## config.mk

```make
export PLATFORM = sky130hd
export DESIGN_NAME = resp_buffer
export DESIGN_NICKNAME = d
export VERILOG_FILES = /design/src/tcdm_pkg.sv /design/src/resp_buffer.sv
export SDC_FILE = /design/constraint.sdc
export NUM_CORES = 1
export LEC_CHECK = 0
export ABC_AREA = 1
export BUFFER_PORTS_ARGS = -buffer_cell sky130_fd_sc_hd__buf_4
export CELL_PAD_IN_SITES_DETAIL_PLACEMENT = 0
export CELL_PAD_IN_SITES_GLOBAL_PLACEMENT = 1
export CORE_UTILIZATION = 40
export DETAILED_ROUTE_END_ITERATION = 6
export GPL_TIMING_DRIVEN = 0
export MAX_ROUTING_LAYER = met4
export PLACE_DENSITY = 0.76
export RECOVER_POWER = 25
export SYNTH_ARGS = -nofsm -noshare
export SYNTH_HDL_FRONTEND = slang
export SYNTH_SLANG_ARGS = --single-unit
```

## constraint.sdc

```tcl
create_clock -name clk_i -period 3.2 [get_ports clk_i]
set_input_delay 0.32 -clock clk_i [delete_from_list [all_inputs] [get_ports clk_i]]
set_output_delay 0.32 -clock clk_i [all_outputs]
set_load 0.03 [all_outputs]
```

## src/tcdm_pkg.sv

```systemverilog
// Shared memory cluster definitions

`default_nettype none

package tcdm_pkg;

  // Cluster sizes
  localparam int unsigned NumCores       = 4;
  localparam int unsigned BankingFactor  = 2;
  localparam int unsigned NumBanks       = NumCores * BankingFactor;
  localparam int unsigned DataWidth      = 32;
  localparam int unsigned AddrWidth      = 32;
  localparam int unsigned BeWidth        = DataWidth / 8;
  localparam int unsigned BankWords      = 64;
  localparam int unsigned NumOutstanding = 2;

  // Derived index widths
  localparam int unsigned CoreIdWidth = $clog2(NumCores);
  localparam int unsigned BankIdWidth = $clog2(NumBanks);
  localparam int unsigned RowWidth    = $clog2(BankWords);

  // Address map: byte offset, then bank select, then row
  localparam int unsigned ByteOffset = $clog2(BeWidth);
  localparam int unsigned RowOffset  = ByteOffset + BankIdWidth;

  // Response buffer sizing
  localparam int unsigned PtrWidth = (NumOutstanding > 1) ? $clog2(NumOutstanding) : 1;
  localparam int unsigned CntWidth = $clog2(NumOutstanding + 1);

  typedef logic [AddrWidth-1:0]   addr_t;
  typedef logic [DataWidth-1:0]   data_t;
  typedef logic [BeWidth-1:0]     strb_t;
  typedef logic [CoreIdWidth-1:0] core_id_t;
  typedef logic [BankIdWidth-1:0] bank_id_t;
  typedef logic [RowWidth-1:0]    bank_addr_t;

  // FIFO slot index and outstanding count
  typedef logic [PtrWidth-1:0]    fifo_ptr_t;
  typedef logic [CntWidth-1:0]    resp_cnt_t;

endpackage : tcdm_pkg

`default_nettype wire

```

## src/resp_buffer.sv

```systemverilog
// Core response buffer with read credits

`default_nettype none
`timescale 1ns/1ps

module resp_buffer import tcdm_pkg::*; (
  input  logic  clk_i,
  input  logic  rst_n_i,
  // A read was granted to this core
  input  logic  read_grant_i,
  // Routed bank response
  input  logic  push_i,
  input  data_t data_i,
  output logic  credit_ok_o,
  // Core side
  output logic  vld_o,
  input  logic  rdy_i,
  output data_t rdata_o
);

  data_t     fifo_q [NumOutstanding];
  fifo_ptr_t wr_ptr_q;
  fifo_ptr_t rd_ptr_q;
  resp_cnt_t fill_q;
  resp_cnt_t credit_q;
  logic      pop;

  assign pop = vld_o && rdy_i;

  // Storage, overflow is ruled out by the credit check
  always_ff @(posedge clk_i) begin
    if (push_i) begin
      fifo_q[wr_ptr_q] <= data_i;
    end
  end

  always_ff @(posedge clk_i) begin
    if (!rst_n_i) begin
      wr_ptr_q <= '0;
      rd_ptr_q <= '0;
      fill_q   <= '0;
      credit_q <= '0;
    end else begin
      if (push_i) begin
        wr_ptr_q <= (wr_ptr_q == fifo_ptr_t'(NumOutstanding - 1)) ? '0 : wr_ptr_q + 1'b1;
      end
      if (pop) begin
        rd_ptr_q <= (rd_ptr_q == fifo_ptr_t'(NumOutstanding - 1)) ? '0 : rd_ptr_q + 1'b1;
      end
      case ({push_i, pop})
        2'b10:   fill_q <= fill_q + 1'b1;
        2'b01:   fill_q <= fill_q - 1'b1;
        default: fill_q <= fill_q;
      endcase
      // Reads in flight, from grant until delivery
      case ({read_grant_i, pop})
        2'b10:   credit_q <= credit_q + 1'b1;
        2'b01:   credit_q <= credit_q - 1'b1;
        default: credit_q <= credit_q;
      endcase
    end
  end

  assign credit_ok_o = credit_q < resp_cnt_t'(NumOutstanding);
  assign vld_o       = fill_q != '0;
  assign rdata_o     = fifo_q[rd_ptr_q];

endmodule : resp_buffer

`default_nettype wire

```

; Word level (Yosys, flattened, before mapping)
; Memory sizes are Yosys's and may differ from the RTL's. A register that Yosys moved wholly into a read port is not among the register bits.
; Cells that the tools add are included.
[totals]
mem_count = 1
elab_cells = 28
output_inout_bits = 34
ramBits = 64
register_bits = 6
inputBits = 37
[memory_table]
columns = name, depth, word_bits, read_ports, rd_clocked_by_memory_dff, wr, line
row1 = fifo_q, 2, 32, 1, 1, 1, resp_buffer.sv:21  ; data_t fifo_q [NumOutstanding];
[classes]
eq_ne = 4
magnitude_cmp = 1
mux = 8
reduce_logical = 4
add_sub_neg = 6
[ops]
columns = operator, count
row1 = $pmux 2 s2, 2
row2 = $mux 1, 6
row3 = $reduce_bool 2->1, 3
row4 = $add 2x1->2 const B, 2
row5 = $eq 2x1->1 const B, 2
row6 = $eq 2x2->1 const B, 2
row7 = $sub 2x1->2 const B, 2
row8 = $add 1x1->1 const B, 2
row9 = $lt 2x2->1 const B, 1
row10 = $logic_and 1x1->1, 1

; Logic depth before layout (Yosys ltp)
[depth]
word_depth = 4
mapped_depth = 7

; Worst setup path after synthesis
; No wires, ideal clock.
[synth_timing]
path_type = input to register
startpoint = in push_i
endpoint = mem fifo_q[0][0] in the netlist's numbering (enable)
n_path_buf = 0
setup_ps = 422
cell_stages = 2
path_slack_ps = 1053
t_arrival_ps = 1725
cell_sequence = inv_1 nor2_1
[synth_via]
elab_chain_len = 2
[synth_rtl]
columns = element, line
row1 = start: declaration, resp_buffer.sv:12  ; input logic push_i,
row2 = $mux 1, resp_buffer.sv:32  ; if (push_i) begin
row3 = $mux 1 (not written as such), resp_buffer.sv:33  ; fifo_q[wr_ptr_q] <= data_i;
row4 = end: declaration, resp_buffer.sv:21
; No other way between the ends.

==> flow_summary.ini <==
[clocking]
postCtsSetupBuffers = 0
clock-root-buffer = clkbuf_8
cts_tree = built
h-tree-depth = 3
clock-sinks = 71
hold_buffers = 0
cts_resized = 0
clock_latency_ns = 0.33
cts_buffers = 9
clkTransAtPathRegs_ns = 0.07
clockBufferDepth = 2

[pwr]
p_comb_share_pct = 19.1
power_mw = 2.48
ir_drop_mv = 0.350
p_int_mw = 1.89
leakage_nw = 1.51
p_clk_share_pct = 36.9
p_switching_mw = 0.586
cellPowerDensity_nw_per_um2 = 660
swShare_pct = 23.6
sequentialPowerShare_pct = 44.1

[detailed_routing]
drt_iter0_markers = 56
avgViaCountPerCell = 4.44
dr.pass1.iters = 4
vias = 1500
postRouteAntennaNets = 0
drc_errors = 0
drt_wl_total_um = 4570
wl_per_cell_um = 13.5

[status]
status = finished, final reports clean

[sta]
rsz0062_at_grt = no
setup_violations = 0
hold_violations = 0
period_minus_slack_ns = 1.75
hold_ws_ns = 0.171
period_share_pct = 54.7
clock_skew_ns = 0.00459
finalMaxSlewViolations = 0
worstMarginPinSlew_ns = 0.626
setup_tns_ns = 0
fmax_mhz = 571
slew_headroom_pct = 58.2

[synthesis]
synth_compound_area_share_pct = 0.978
netlist_area_um2 = 2820
synth_area_per_cell_um2 = 18.3
muxShareOfSynthArea_pct = 16.8
synth_nets = 193
yosysSeqAreaShare_pct = 73.2
synth.distinct_cells = 15
yosys.area_share.xor_xnor_pct = 0
yosys_register_bits = 71
yosysWarningCount = 0
synth_top_family_by_area = multiplexers
yosys.area_share.simple_pct = 4.09
synth_fa_ha_area_share_pct = 0.889
syn_inst = 154

[floorplanning]
core_area_um2 = 6790
die_h_um = 85.9
dieWidth_um = 85.9
dieArea_um2 = 7380
start_util_pct = 41.4
ios = 71
fp-row-count = 30

[critical_path]
cp_data_required_time_ns = 2.88
crit_type = reg -> out
arrival_ns = 1.43
worstPathMaxFanout = 10
start_kind = flip-flop
crit_path_end_kind = output pin

[layout]
area_growth_pct = 33.5
nNetsFinal = 276
fillers = 549
drive_above_1_share_pct = 48.8
diodes = 0

[global_route]
grt.met3_usage_pct = 4.72
grt_remaining_overflow = 0
met2_usage_pct = 21.6
track_usage_pct = 14.2
grt_pass1_wl_um = 7330
met1_usage_pct = 16.6
grt_max_degree = 33
grt-busiest-layer = met2
antenna_found_initial = 0
grt_pass1_vias = 1490

[placed_design]
numPortBuffers = 70
dp_hpwl_um = 3120
place_congestion = 0.688

[min_path]
hold_path.class = in -> reg

[flow_run]
max_cap_viol_count = 0
-- worst paths after layout --
kind / from / endpoint / slack (ns) / cells after the start
worst min register to register: rd_ptr_q$_SDFFE_PN0P_ / flip-flop / 0.49 / 2
worst max-delay path: flip-flop / rdata_o[26] / 1.45 / 4
worst max register to register: wr_ptr_q$_SDFFE_PN0P_ / fifo_q[1][6]$_DFFE_PP_ / 1.70 / 3
worst min-delay path: data_i[19] / fifo_q[1][19]$_DFFE_PP_ / 0.17 / 1
-- critical path, cell delays in order (launching register included) --
cell     delay (ns)
dfxtp_1        0.32
buf_6          0.14
buf_12         0.15
mux2_4         0.30
buf_4          0.17
-- cell families after synthesis --
| family | count (synthesis) |
|---|---|
| DFF | 71 |
| muxes | 32 |
| and+or+nand+nor | 29 |
| buffers and inverters | 15 |
| AOI/OAI and AO/OA | 5 |
| adders and majority gates | 2 |
-- state kept, by name, indices dropped and copies added, names as in the netlist, named ones only --
signal    cells
credit_q      2
fifo_q       64
rd_ptr_q      1
fill_q        2
wr_ptr_q      1
-- per-stage QoR --
stage,worst slack [ns],util (%),cells,area [um^2]
detailed placement,1.30,51.3,321,3490
floorplan,1.05,-,154,2820
global placement,0.131,50.9,320,3460
global route,1.38,55.3,338,3760
finish,1.45,55.3,338,3760
CTS,1.30,55.2,337,3750
-- metal layers --
metal  routed length (um)  share of wire [%]
met3                  232                5.1
met1                 2020                 44
met4                   86                1.9
met2                 2230                 49
met5                    0                  0
-- final cells by class --
cell class | instances | area, um^2 | area share [%]
Sequential cell | 71 | 2060 | 54.9
Multi-Input combinational cell | 68 | 648 | 17.2
Timing Repair Buffer | 72 | 554 | 14.8
Clock inverter | 6 | 133 | 3.53
Clock buffer | 10 | 128 | 3.40
Tap cell | 96 | 120 | 3.20
Buffer | 4 | 71.3 | 1.90
Inverter | 11 | 41.3 | 1.10
-- power groups by stage --
stage          sequential, mW  clock (mW)  combinational, mW
5_1_grt                  1.10       0.985              0.504
6_report                 1.09       0.914              0.473
3_5_place_dp             1.11           0              0.480
4_1_cts                  1.09       0.939              0.480
3_3_place_gp             1.11           0              0.469
2_1_floorplan            1.11           0              0.323
-- cell usage in the layout, fill, tap and decap left out, types with 4 or more instances in the layout --
cell,instances
buf_12,4
buf_4,47
bufinv_16,4
clkbuf_1,6
clkbuf_4,18
clkbuf_8,9
dfxtp_1,7
edfxtp_1,64
inv_1,11
mux2_4,30
nand2_1,12
nor2_1,13
-- cells in the mapped netlist (all sizes together) --
| cell type | instances | area share [%] |
|---|---|---|
| dfxtp | 7 | 5.0 |
| ha | 2 | 0.89 |
| inv | 11 | 1.5 |
| edfxtp | 64 | 68 |
| nand4 | 2 | 0.44 |
| buf | 4 | 2.5 |
| nand3 | 1 | 0.18 |
| mux2 | 32 | 17 |
| a21oi | 2 | 0.36 |
| o21ai | 2 | 0.36 |
| o21a | 1 | 0.27 |
| nand2 | 12 | 1.6 |
| nor2 | 14 | 1.9 |
(Power assumes the default switching activity.)
