### src/tcdm_pkg.sv
// Shared memory cluster definitions

`default_nettype none

package tcdm_pkg;

  // Cluster sizes
  localparam int unsigned NumCores       = 4;
  localparam int unsigned BankingFactor  = 2;
  localparam int unsigned NumBanks       = NumCores * BankingFactor;
  localparam int unsigned DataWidth      = 32;
  localparam int unsigned AddrWidth      = 32;
  localparam int unsigned BeWidth        = DataWidth / 8;
  localparam int unsigned BankWords      = 64;
  localparam int unsigned NumOutstanding = 2;

  // Derived index widths
  localparam int unsigned CoreIdWidth = $clog2(NumCores);
  localparam int unsigned BankIdWidth = $clog2(NumBanks);
  localparam int unsigned RowWidth    = $clog2(BankWords);

  // Address map: byte offset, then bank select, then row
  localparam int unsigned ByteOffset = $clog2(BeWidth);
  localparam int unsigned RowOffset  = ByteOffset + BankIdWidth;

  // Response buffer sizing
  localparam int unsigned PtrWidth = (NumOutstanding > 1) ? $clog2(NumOutstanding) : 1;
  localparam int unsigned CntWidth = $clog2(NumOutstanding + 1);

  typedef logic [AddrWidth-1:0]   addr_t;
  typedef logic [DataWidth-1:0]   data_t;
  typedef logic [BeWidth-1:0]     strb_t;
  typedef logic [CoreIdWidth-1:0] core_id_t;
  typedef logic [BankIdWidth-1:0] bank_id_t;
  typedef logic [RowWidth-1:0]    bank_addr_t;

  // FIFO slot index and outstanding count
  typedef logic [PtrWidth-1:0]    fifo_ptr_t;
  typedef logic [CntWidth-1:0]    resp_cnt_t;

endpackage : tcdm_pkg

`default_nettype wire

### src/bank_arbiter.sv
// Round-robin bank arbiter

`default_nettype none
`timescale 1ns/1ps

module bank_arbiter import tcdm_pkg::*; (
  input  logic                clk_i,
  input  logic                rst_n_i,
  input  logic [NumCores-1:0] req_i,
  output logic [NumCores-1:0] gnt_o,
  output core_id_t            winner_o
);

  // First core to look at in the next search
  core_id_t ptr_q;
  core_id_t idx;
  logic     found;

  // Search from the pointer, wrapping around the cores
  always_comb begin
    gnt_o    = '0;
    winner_o = ptr_q;
    found    = 1'b0;
    idx      = ptr_q;
    for (int i = 0; i < NumCores; i++) begin
      idx = core_id_t'((int'(ptr_q) + i) % NumCores);
      if (!found && req_i[idx]) begin
        found    = 1'b1;
        winner_o = idx;
      end
    end
    gnt_o[winner_o] = found;
  end

  // Move past the winner, hold when nothing is granted
  always_ff @(posedge clk_i) begin
    if (!rst_n_i) begin
      ptr_q <= '0;
    end else if (found) begin
      ptr_q <= core_id_t'((int'(winner_o) + 1) % NumCores);
    end
  end

endmodule : bank_arbiter

`default_nettype wire

### src/tcdm_interconnect.sv
// Variable latency core to bank interconnect

`default_nettype none
`timescale 1ns/1ps

module tcdm_interconnect import tcdm_pkg::*; (
  input  logic                       clk_i,
  input  logic                       rst_n_i,
  // Core requests
  input  logic       [NumCores-1:0]  req_i,
  input  addr_t      [NumCores-1:0]  addr_i,
  input  logic       [NumCores-1:0]  wen_i,
  input  data_t      [NumCores-1:0]  wdata_i,
  input  strb_t      [NumCores-1:0]  be_i,
  output logic       [NumCores-1:0]  gnt_o,
  // Bank requests
  output logic       [NumBanks-1:0]  bank_req_o,
  output bank_addr_t [NumBanks-1:0]  bank_row_o,
  output core_id_t   [NumBanks-1:0]  bank_ini_o,
  output logic       [NumBanks-1:0]  bank_wen_o,
  output data_t      [NumBanks-1:0]  bank_wdata_o,
  output strb_t      [NumBanks-1:0]  bank_be_o,
  // Bank responses
  input  logic       [NumBanks-1:0]  bank_vld_i,
  input  core_id_t   [NumBanks-1:0]  bank_resp_ini_i,
  input  data_t      [NumBanks-1:0]  bank_rdata_i,
  // Response buffers
  input  logic       [NumCores-1:0]  credit_ok_i,
  output logic       [NumCores-1:0]  resp_push_o,
  output data_t      [NumCores-1:0]  resp_data_o,
  output logic       [NumCores-1:0]  read_grant_o
);

  bank_id_t   [NumCores-1:0]                core_bank;
  bank_addr_t [NumCores-1:0]                core_row;
  logic       [NumCores-1:0]                core_req;
  logic       [NumBanks-1:0][NumCores-1:0]  arb_req;
  logic       [NumBanks-1:0][NumCores-1:0]  arb_gnt;
  core_id_t   [NumBanks-1:0]                arb_winner;

  // Address decode, and reads held back without credit
  always_comb begin
    for (int c = 0; c < NumCores; c++) begin
      core_bank[c] = addr_i[c][ByteOffset +: BankIdWidth];
      core_row[c]  = addr_i[c][RowOffset +: RowWidth];
      core_req[c]  = req_i[c] && (wen_i[c] || credit_ok_i[c]);
    end
  end

  // Request matrix, one row per bank
  always_comb begin
    for (int b = 0; b < NumBanks; b++) begin
      for (int c = 0; c < NumCores; c++) begin
        arb_req[b][c] = core_req[c] && (core_bank[c] == bank_id_t'(b));
      end
    end
  end

  for (genvar b = 0; b < NumBanks; b++) begin : gen_banks
    bank_arbiter i_arbiter (
      .clk_i   (clk_i        ),
      .rst_n_i (rst_n_i      ),
      .req_i   (arb_req[b]   ),
      .gnt_o   (arb_gnt[b]   ),
      .winner_o(arb_winner[b])
    );

    // Winner payload to the bank
    assign bank_req_o[b]   = |arb_gnt[b];
    assign bank_ini_o[b]   = arb_winner[b];
    assign bank_row_o[b]   = core_row[arb_winner[b]];
    assign bank_wen_o[b]   = wen_i[arb_winner[b]];
    assign bank_wdata_o[b] = wdata_i[arb_winner[b]];
    assign bank_be_o[b]    = be_i[arb_winner[b]];
  end : gen_banks

  // A core targets one bank, so at most one row grants it
  always_comb begin
    gnt_o = '0;
    for (int b = 0; b < NumBanks; b++) begin
      gnt_o = gnt_o | arb_gnt[b];
    end
  end

  assign read_grant_o = gnt_o & ~wen_i;

  // Route bank responses back by initiator tag
  always_comb begin
    resp_push_o = '0;
    resp_data_o = '0;
    for (int c = 0; c < NumCores; c++) begin
      for (int b = 0; b < NumBanks; b++) begin
        if (bank_vld_i[b] && (bank_resp_ini_i[b] == core_id_t'(c))) begin
          resp_push_o[c] = 1'b1;
          resp_data_o[c] = bank_rdata_i[b];
        end
      end
    end
  end

endmodule : tcdm_interconnect

`default_nettype wire

### config.mk
export PLATFORM = sky130hd
export DESIGN_NAME = tcdm_interconnect
export DESIGN_NICKNAME = d
export VERILOG_FILES = /design/src/tcdm_pkg.sv /design/src/bank_arbiter.sv /design/src/tcdm_interconnect.sv
export SDC_FILE = /design/constraint.sdc
export NUM_CORES = 1
export LEC_CHECK = 0
export ABC_AREA = 0
export CORE_AREA = 10 10 409 411
export CTS_CLUSTER_SIZE = 20
export DETAILED_ROUTE_END_ITERATION = 6
export DIE_AREA = 0 0 419 421
export DONT_BUFFER_PORTS = 1
export GPL_ROUTABILITY_DRIVEN = 0
export GPL_TIMING_DRIVEN = 0
export MAX_ROUTING_LAYER = met4
export PLACE_DENSITY_LB_ADDON = 0.05
export SLEW_MARGIN = 20
export SYNTH_ARGS = -nofsm -noshare
export SYNTH_HDL_FRONTEND = slang
export SYNTH_SLANG_ARGS = --single-unit
### constraint.sdc
create_clock -name clk_i -period 2.9 [get_ports clk_i]
set_input_delay 0.145 -clock clk_i [delete_from_list [all_inputs] [get_ports clk_i]]
set_output_delay 0.145 -clock clk_i [all_outputs]
set_load 0.02 [all_outputs]
* Word-level counts from Yosys, hierarchy flattened
Index checks and enable logic that the tools add are counted.
Cells by class: bitwise operators 17, muxes and demuxes 264, reductions and logical operators 148, add/subtract/negate cells 32, equality and inequality tests 52, order comparisons 48
Operators with widths (count):
- $mux W32 | 40
- $bmux W32 S2 | 8
- $lt A2 B3 Y1 const B | 40
- $mux W1 | 112
- $logic_and A1 B1 Y1 | 100
- $bmux W6 S2 | 8
- $bmux W1 S2 | 40
- $bmux W4 S2 | 8
- $eq A3 B3 Y1 const B | 16
- $mux W2 | 24
- $mux W6 | 8
- $and A4 B4 Y4 | 9
- $add A2 B1 Y2 const B | 16
- $add A2 B2 Y2 const B | 16
- $eq A2 B2 Y1 const B | 16
- $mux W4 | 8
- $reduce_or A4 Y1 | 8
- $or A4 B4 Y4 | 7
- $eq A3 B2 Y1 const B | 8
- $logic_not A1 Y1 | 24
- $demux W1 S2 | 8
- $eq A2 B1 Y1 const B | 8
- $ge A2 B1 Y1 const B | 8
- $logic_not A2 Y1 | 8
- other kinds (4) | 13
Word-level totals: output and inout bits 508, bits in registers 16

* Depth between registers and ports, before layout
depth after elaboration 28, depth in mapped cells 14, mapped depth without buffers 9

* Hierarchy
From an unflattened synthesis, not the netlist that was laid out.
Unflattened totals: cell total of the unflattened synthesis 2204, area, all modules 20522.2 sq um
Modules (own cells, without submodules):
- tcdm_interconnect | cells each 1907, area an instance 17999.8 sq um, instances 1, sequential area each 0.0 sq um
- bank_arbiter (gen_banks[0].i_arbiter ...) | cells each 37, area an instance 314.1 sq um, instances 7, sequential area each 40.0 sq um
- bank_arbiter (gen_banks[7].i_arbiter) | cells each 38, area an instance 324.1 sq um, instances 1, sequential area each 40.0 sq um

* Worst setup path after synthesis
No wires, ideal clock.
path kind input to output, from in wen_i[0], to out read_grant_o[1], slack 0.255 ns, required time 2.755 ns, path buffers 3, data arrival time 2.500 ns, stages 12, cells stage by stage buf_2 > o21bai_2 > or2_1 > clkbuf_1 > o221ai_1 > a32o_1 > inv_2 > buf_2 > ha_1 > a22oi_1 > and3_1 > a31oi_1
RTL lines:
- from (decl) | line tcdm_interconnect.sv:12 | input logic [NumCores-1:0] wen_i,
- to (decl) | line tcdm_interconnect.sv:31 | output logic [NumCores-1:0] read_grant_o

==> run metrics <==
Post-synth top flop=dfxtp_1; initial antenna violation count=37; Compound-Gate Fraction of Synth Area=23.21%; ANT nets after route=0; Rel. slew slack=26.85%; Layout area overhead=26.76%; CP Max Fanout=10; Place WS=-1537 ps; non-filler cells, final=5283; Worst R2R Start=gen_banks[6].i_arbiter.ptr_q[0]$_SDFFE_PN0P_; # IOs=1074; row cnt=147; Tot GR Track Use=24.12%; Clock Latency Late Sink=270 ps; Post-Place Cells=5223; Layout Nets=3760; area of placed instances=24590 µm²; HPWL after DPL=180.3 mm; Max Cap Viol=0; Fin. Hold Viols=0; Mapped Nets=3727; Gate Count Post-Synth=3137; ratio of cells with drive above 1 in the final layout=17.92%; max FFs per register=16; Critical Path Sink=resp_data_o[54]; Synth top cells by count=1047 x mux2i_1, 379 x nand2_1, 291 x nor2_1, 252 x a21oi_1, 229 x clkbuf_1; Leak Pwr=8.246 nW; Root Buffer Master=clkbuf_16; top-count cell post-synth=mux2i_1; area leader, netlist=mux2i_1; final worst slack=-24.12 ps; max frequency=0.3420 GHz; Worst setup SP type=primary input; largest family of logic cells by synthesized area=multiplexers; mux cell area share after synthesis=48.04%; top-area cell type share of the netlist area=48.04%; DR pass1 iterations=6; Hold/Removal Path Class=primary input to register; RSZ-0062 raised after global routing=yes; Syn Std Cell Area=21820 µm²; VDD IR max=0.1342 mV; failing checks=setup timing; Ys Warns=0; first-pass GRT wire length=285.3 mm; Num CTS Buffers=3; DRC viols=0; worst r2r path cells=8; CTS sink cnt=16; Starting Density=13.68%; status=finished with violations; Vias per Instance=5.160; CORE AREA=159500 µm²; R2R Setup Slk=670 ps; via count=27260; #FFs+latches synth=16; number of global-route vias before repair=26480; post-route core utilization=17.34%; clock buffer depth=2; die height=421 µm; pwr/cell area=353.2 nW/µm²; TritonCTS clock tree=built; die footprint=176400 µm²; biggest regs=gen_banks.i_arbiter.ptr_q (16); critical path data arrival time=2780 ps; post-synthesis sequential area ratio=1.468%; H-tree levels=1; endpoint class of the critical path=output port; FF-to-FF End=gen_banks[6].i_arbiter.ptr_q[1]$_SDFFE_PN0P_; Final setup viols=1; Worst Setup SP=bank_vld_i[6]; Final Max Tran Viols=0; Syn Area/Cell=6.955 µm²; Biggest register=gen_banks.i_arbiter.ptr_q; fin crit share=100.8%; IO buf count=0; average wire per standard cell=41.94 µm; min Tclk post-route=2924 ps; async set or reset register ratio after synthesis=0%; Die Wd=419 µm; Crit Path Class=primary input to output port; Congestion Overflow GR=0; Post-synth EDFFs=0; clock slew at reported path FFs=70 ps; Slew @ Worst Pin=1097 ps; Netlist cell types=59; Post-Synth Simple-Gate Area=16.11%; # fillers=18240; clock skew=11.72 ps; xor/xnor share of the synthesized area=0.08029%; top cells by area, synth=mux2i_1 48%, nand2_1 6.5%, a21oi_1 5.8%; Starting DRT DRC Count=2378; Adder-Cell Fraction of Synth Area=1.376%; pin count of the biggest net entering global routing=13; Total Wirelength=221.6 mm; Worst EP required=2760 ps; post-route cell area=27660 µm²
[critical path: stages]
cell      delay, ps
nand2_1          40
nor2_1          190
nor3_2          660
clkbuf_1        680
a221oi_1        200
a31oi_1         840
[per-stage QoR]
stage	TNS, ps	hold slack [ps]	power [mW]
global placement	-236090	298.8	8.335
finish	-24.12	7.815	9.768
CTS	-144.8	4.604	9.647
global route	-144.8	23.76	10.07
floorplan	0	283.4	5.353
detailed placement	-208880	298.1	8.381
[where the power goes]
| part | internal (mW) | total [mW] | switching [mW] |
|---|---|---|---|
| sequential | 0.239 | 0.268 | 0.0293 |
| combinational | 2.70 | 9.15 | 6.45 |
| clock | 0.212 | 0.350 | 0.138 |
| total | 3.15 | 9.77 | 6.62 |
[per-layer routing]
metal	routed length [µm]	GRT usage (%)	vias to the layer above
li1	-	-	11690
met4	9662	7.563	0
met5	0	-	-
met3	14520	5.003	196
met2	104400	39.63	1102
met1	93010	29.36	14280
[worst min path at each step]
stage / start / to / cells after the start
2_1_floorplan: rst_n_i / gen_banks[0].i_arbiter.ptr_q[0]$_SDFFE_PN0P_ / 2
3_5_place_dp: rst_n_i / gen_banks[1].i_arbiter.ptr_q[0]$_SDFFE_PN0P_ / 2
6_report: rst_n_i / gen_banks[0].i_arbiter.ptr_q[0]$_SDFFE_PN0P_ / 2
3_3_place_gp: rst_n_i / gen_banks[0].i_arbiter.ptr_q[0]$_SDFFE_PN0P_ / 2
5_1_grt: rst_n_i / gen_banks[0].i_arbiter.ptr_q[0]$_SDFFE_PN0P_ / 2
4_1_cts: rst_n_i / gen_banks[0].i_arbiter.ptr_q[0]$_SDFFE_PN0P_ / 2
[area by class of cell]
type	count	area [µm²]	area share, %
diodes	28	70.07	0.2533
plain buffers	460	2486	8.989
clock buffers	4	88.84	0.3212
inverters	21	106.4	0.3845
multi-input cells	2636	21510	77.79
flip-flops and latches	16	329.1	1.190
well taps	2086	2610	9.437
repair buffers	32	452.9	1.638
[kinds of logic after synthesis]
kind of cell | after synthesis
AO/OA/AOI/OAI | 735
XOR/XNOR | 2
adder cells (fa/ha/maj) | 24
multiplexers | 1047
flip-flops | 16
buffers and inverters | 485
AND/OR/NAND/NOR | 828
[cell usage in the layout, fill, tap and decap left out, types with 8 or more instances in the layout]
cell,count
nand3_1,20
buf_1,109
nand3b_1,15
buf_2,40
a31oi_1,59
mux2i_4,56
and3b_1,8
a211oi_1,16
buf_12,16
or3_1,11
a31oi_2,60
buf_4,68
mux2i_2,179
dfxtp_1,9
nor3_1,23
nor2_1,285
buf_6,12
inv_1,11
clkbuf_2,17
nand2_1,378
diode_2,28
a221oi_1,129
o21ai_0,13
clkbuf_1,206
a2bb2oi_1,8
a211o_1,123
mux2i_1,812
a21oi_1,252
ha_1,24
[what timing repair did]
action                                  CTS  global route
resized for setup                       434           118
endpoints found under the hold margin     0             0
buffers inserted                         16            10
gates cloned                              6             0
endpoints found under the setup margin  436           194
hold buffers                              0             0
pin swaps                                 5            13
Note: power is estimated with default switching activity, not from simulation.
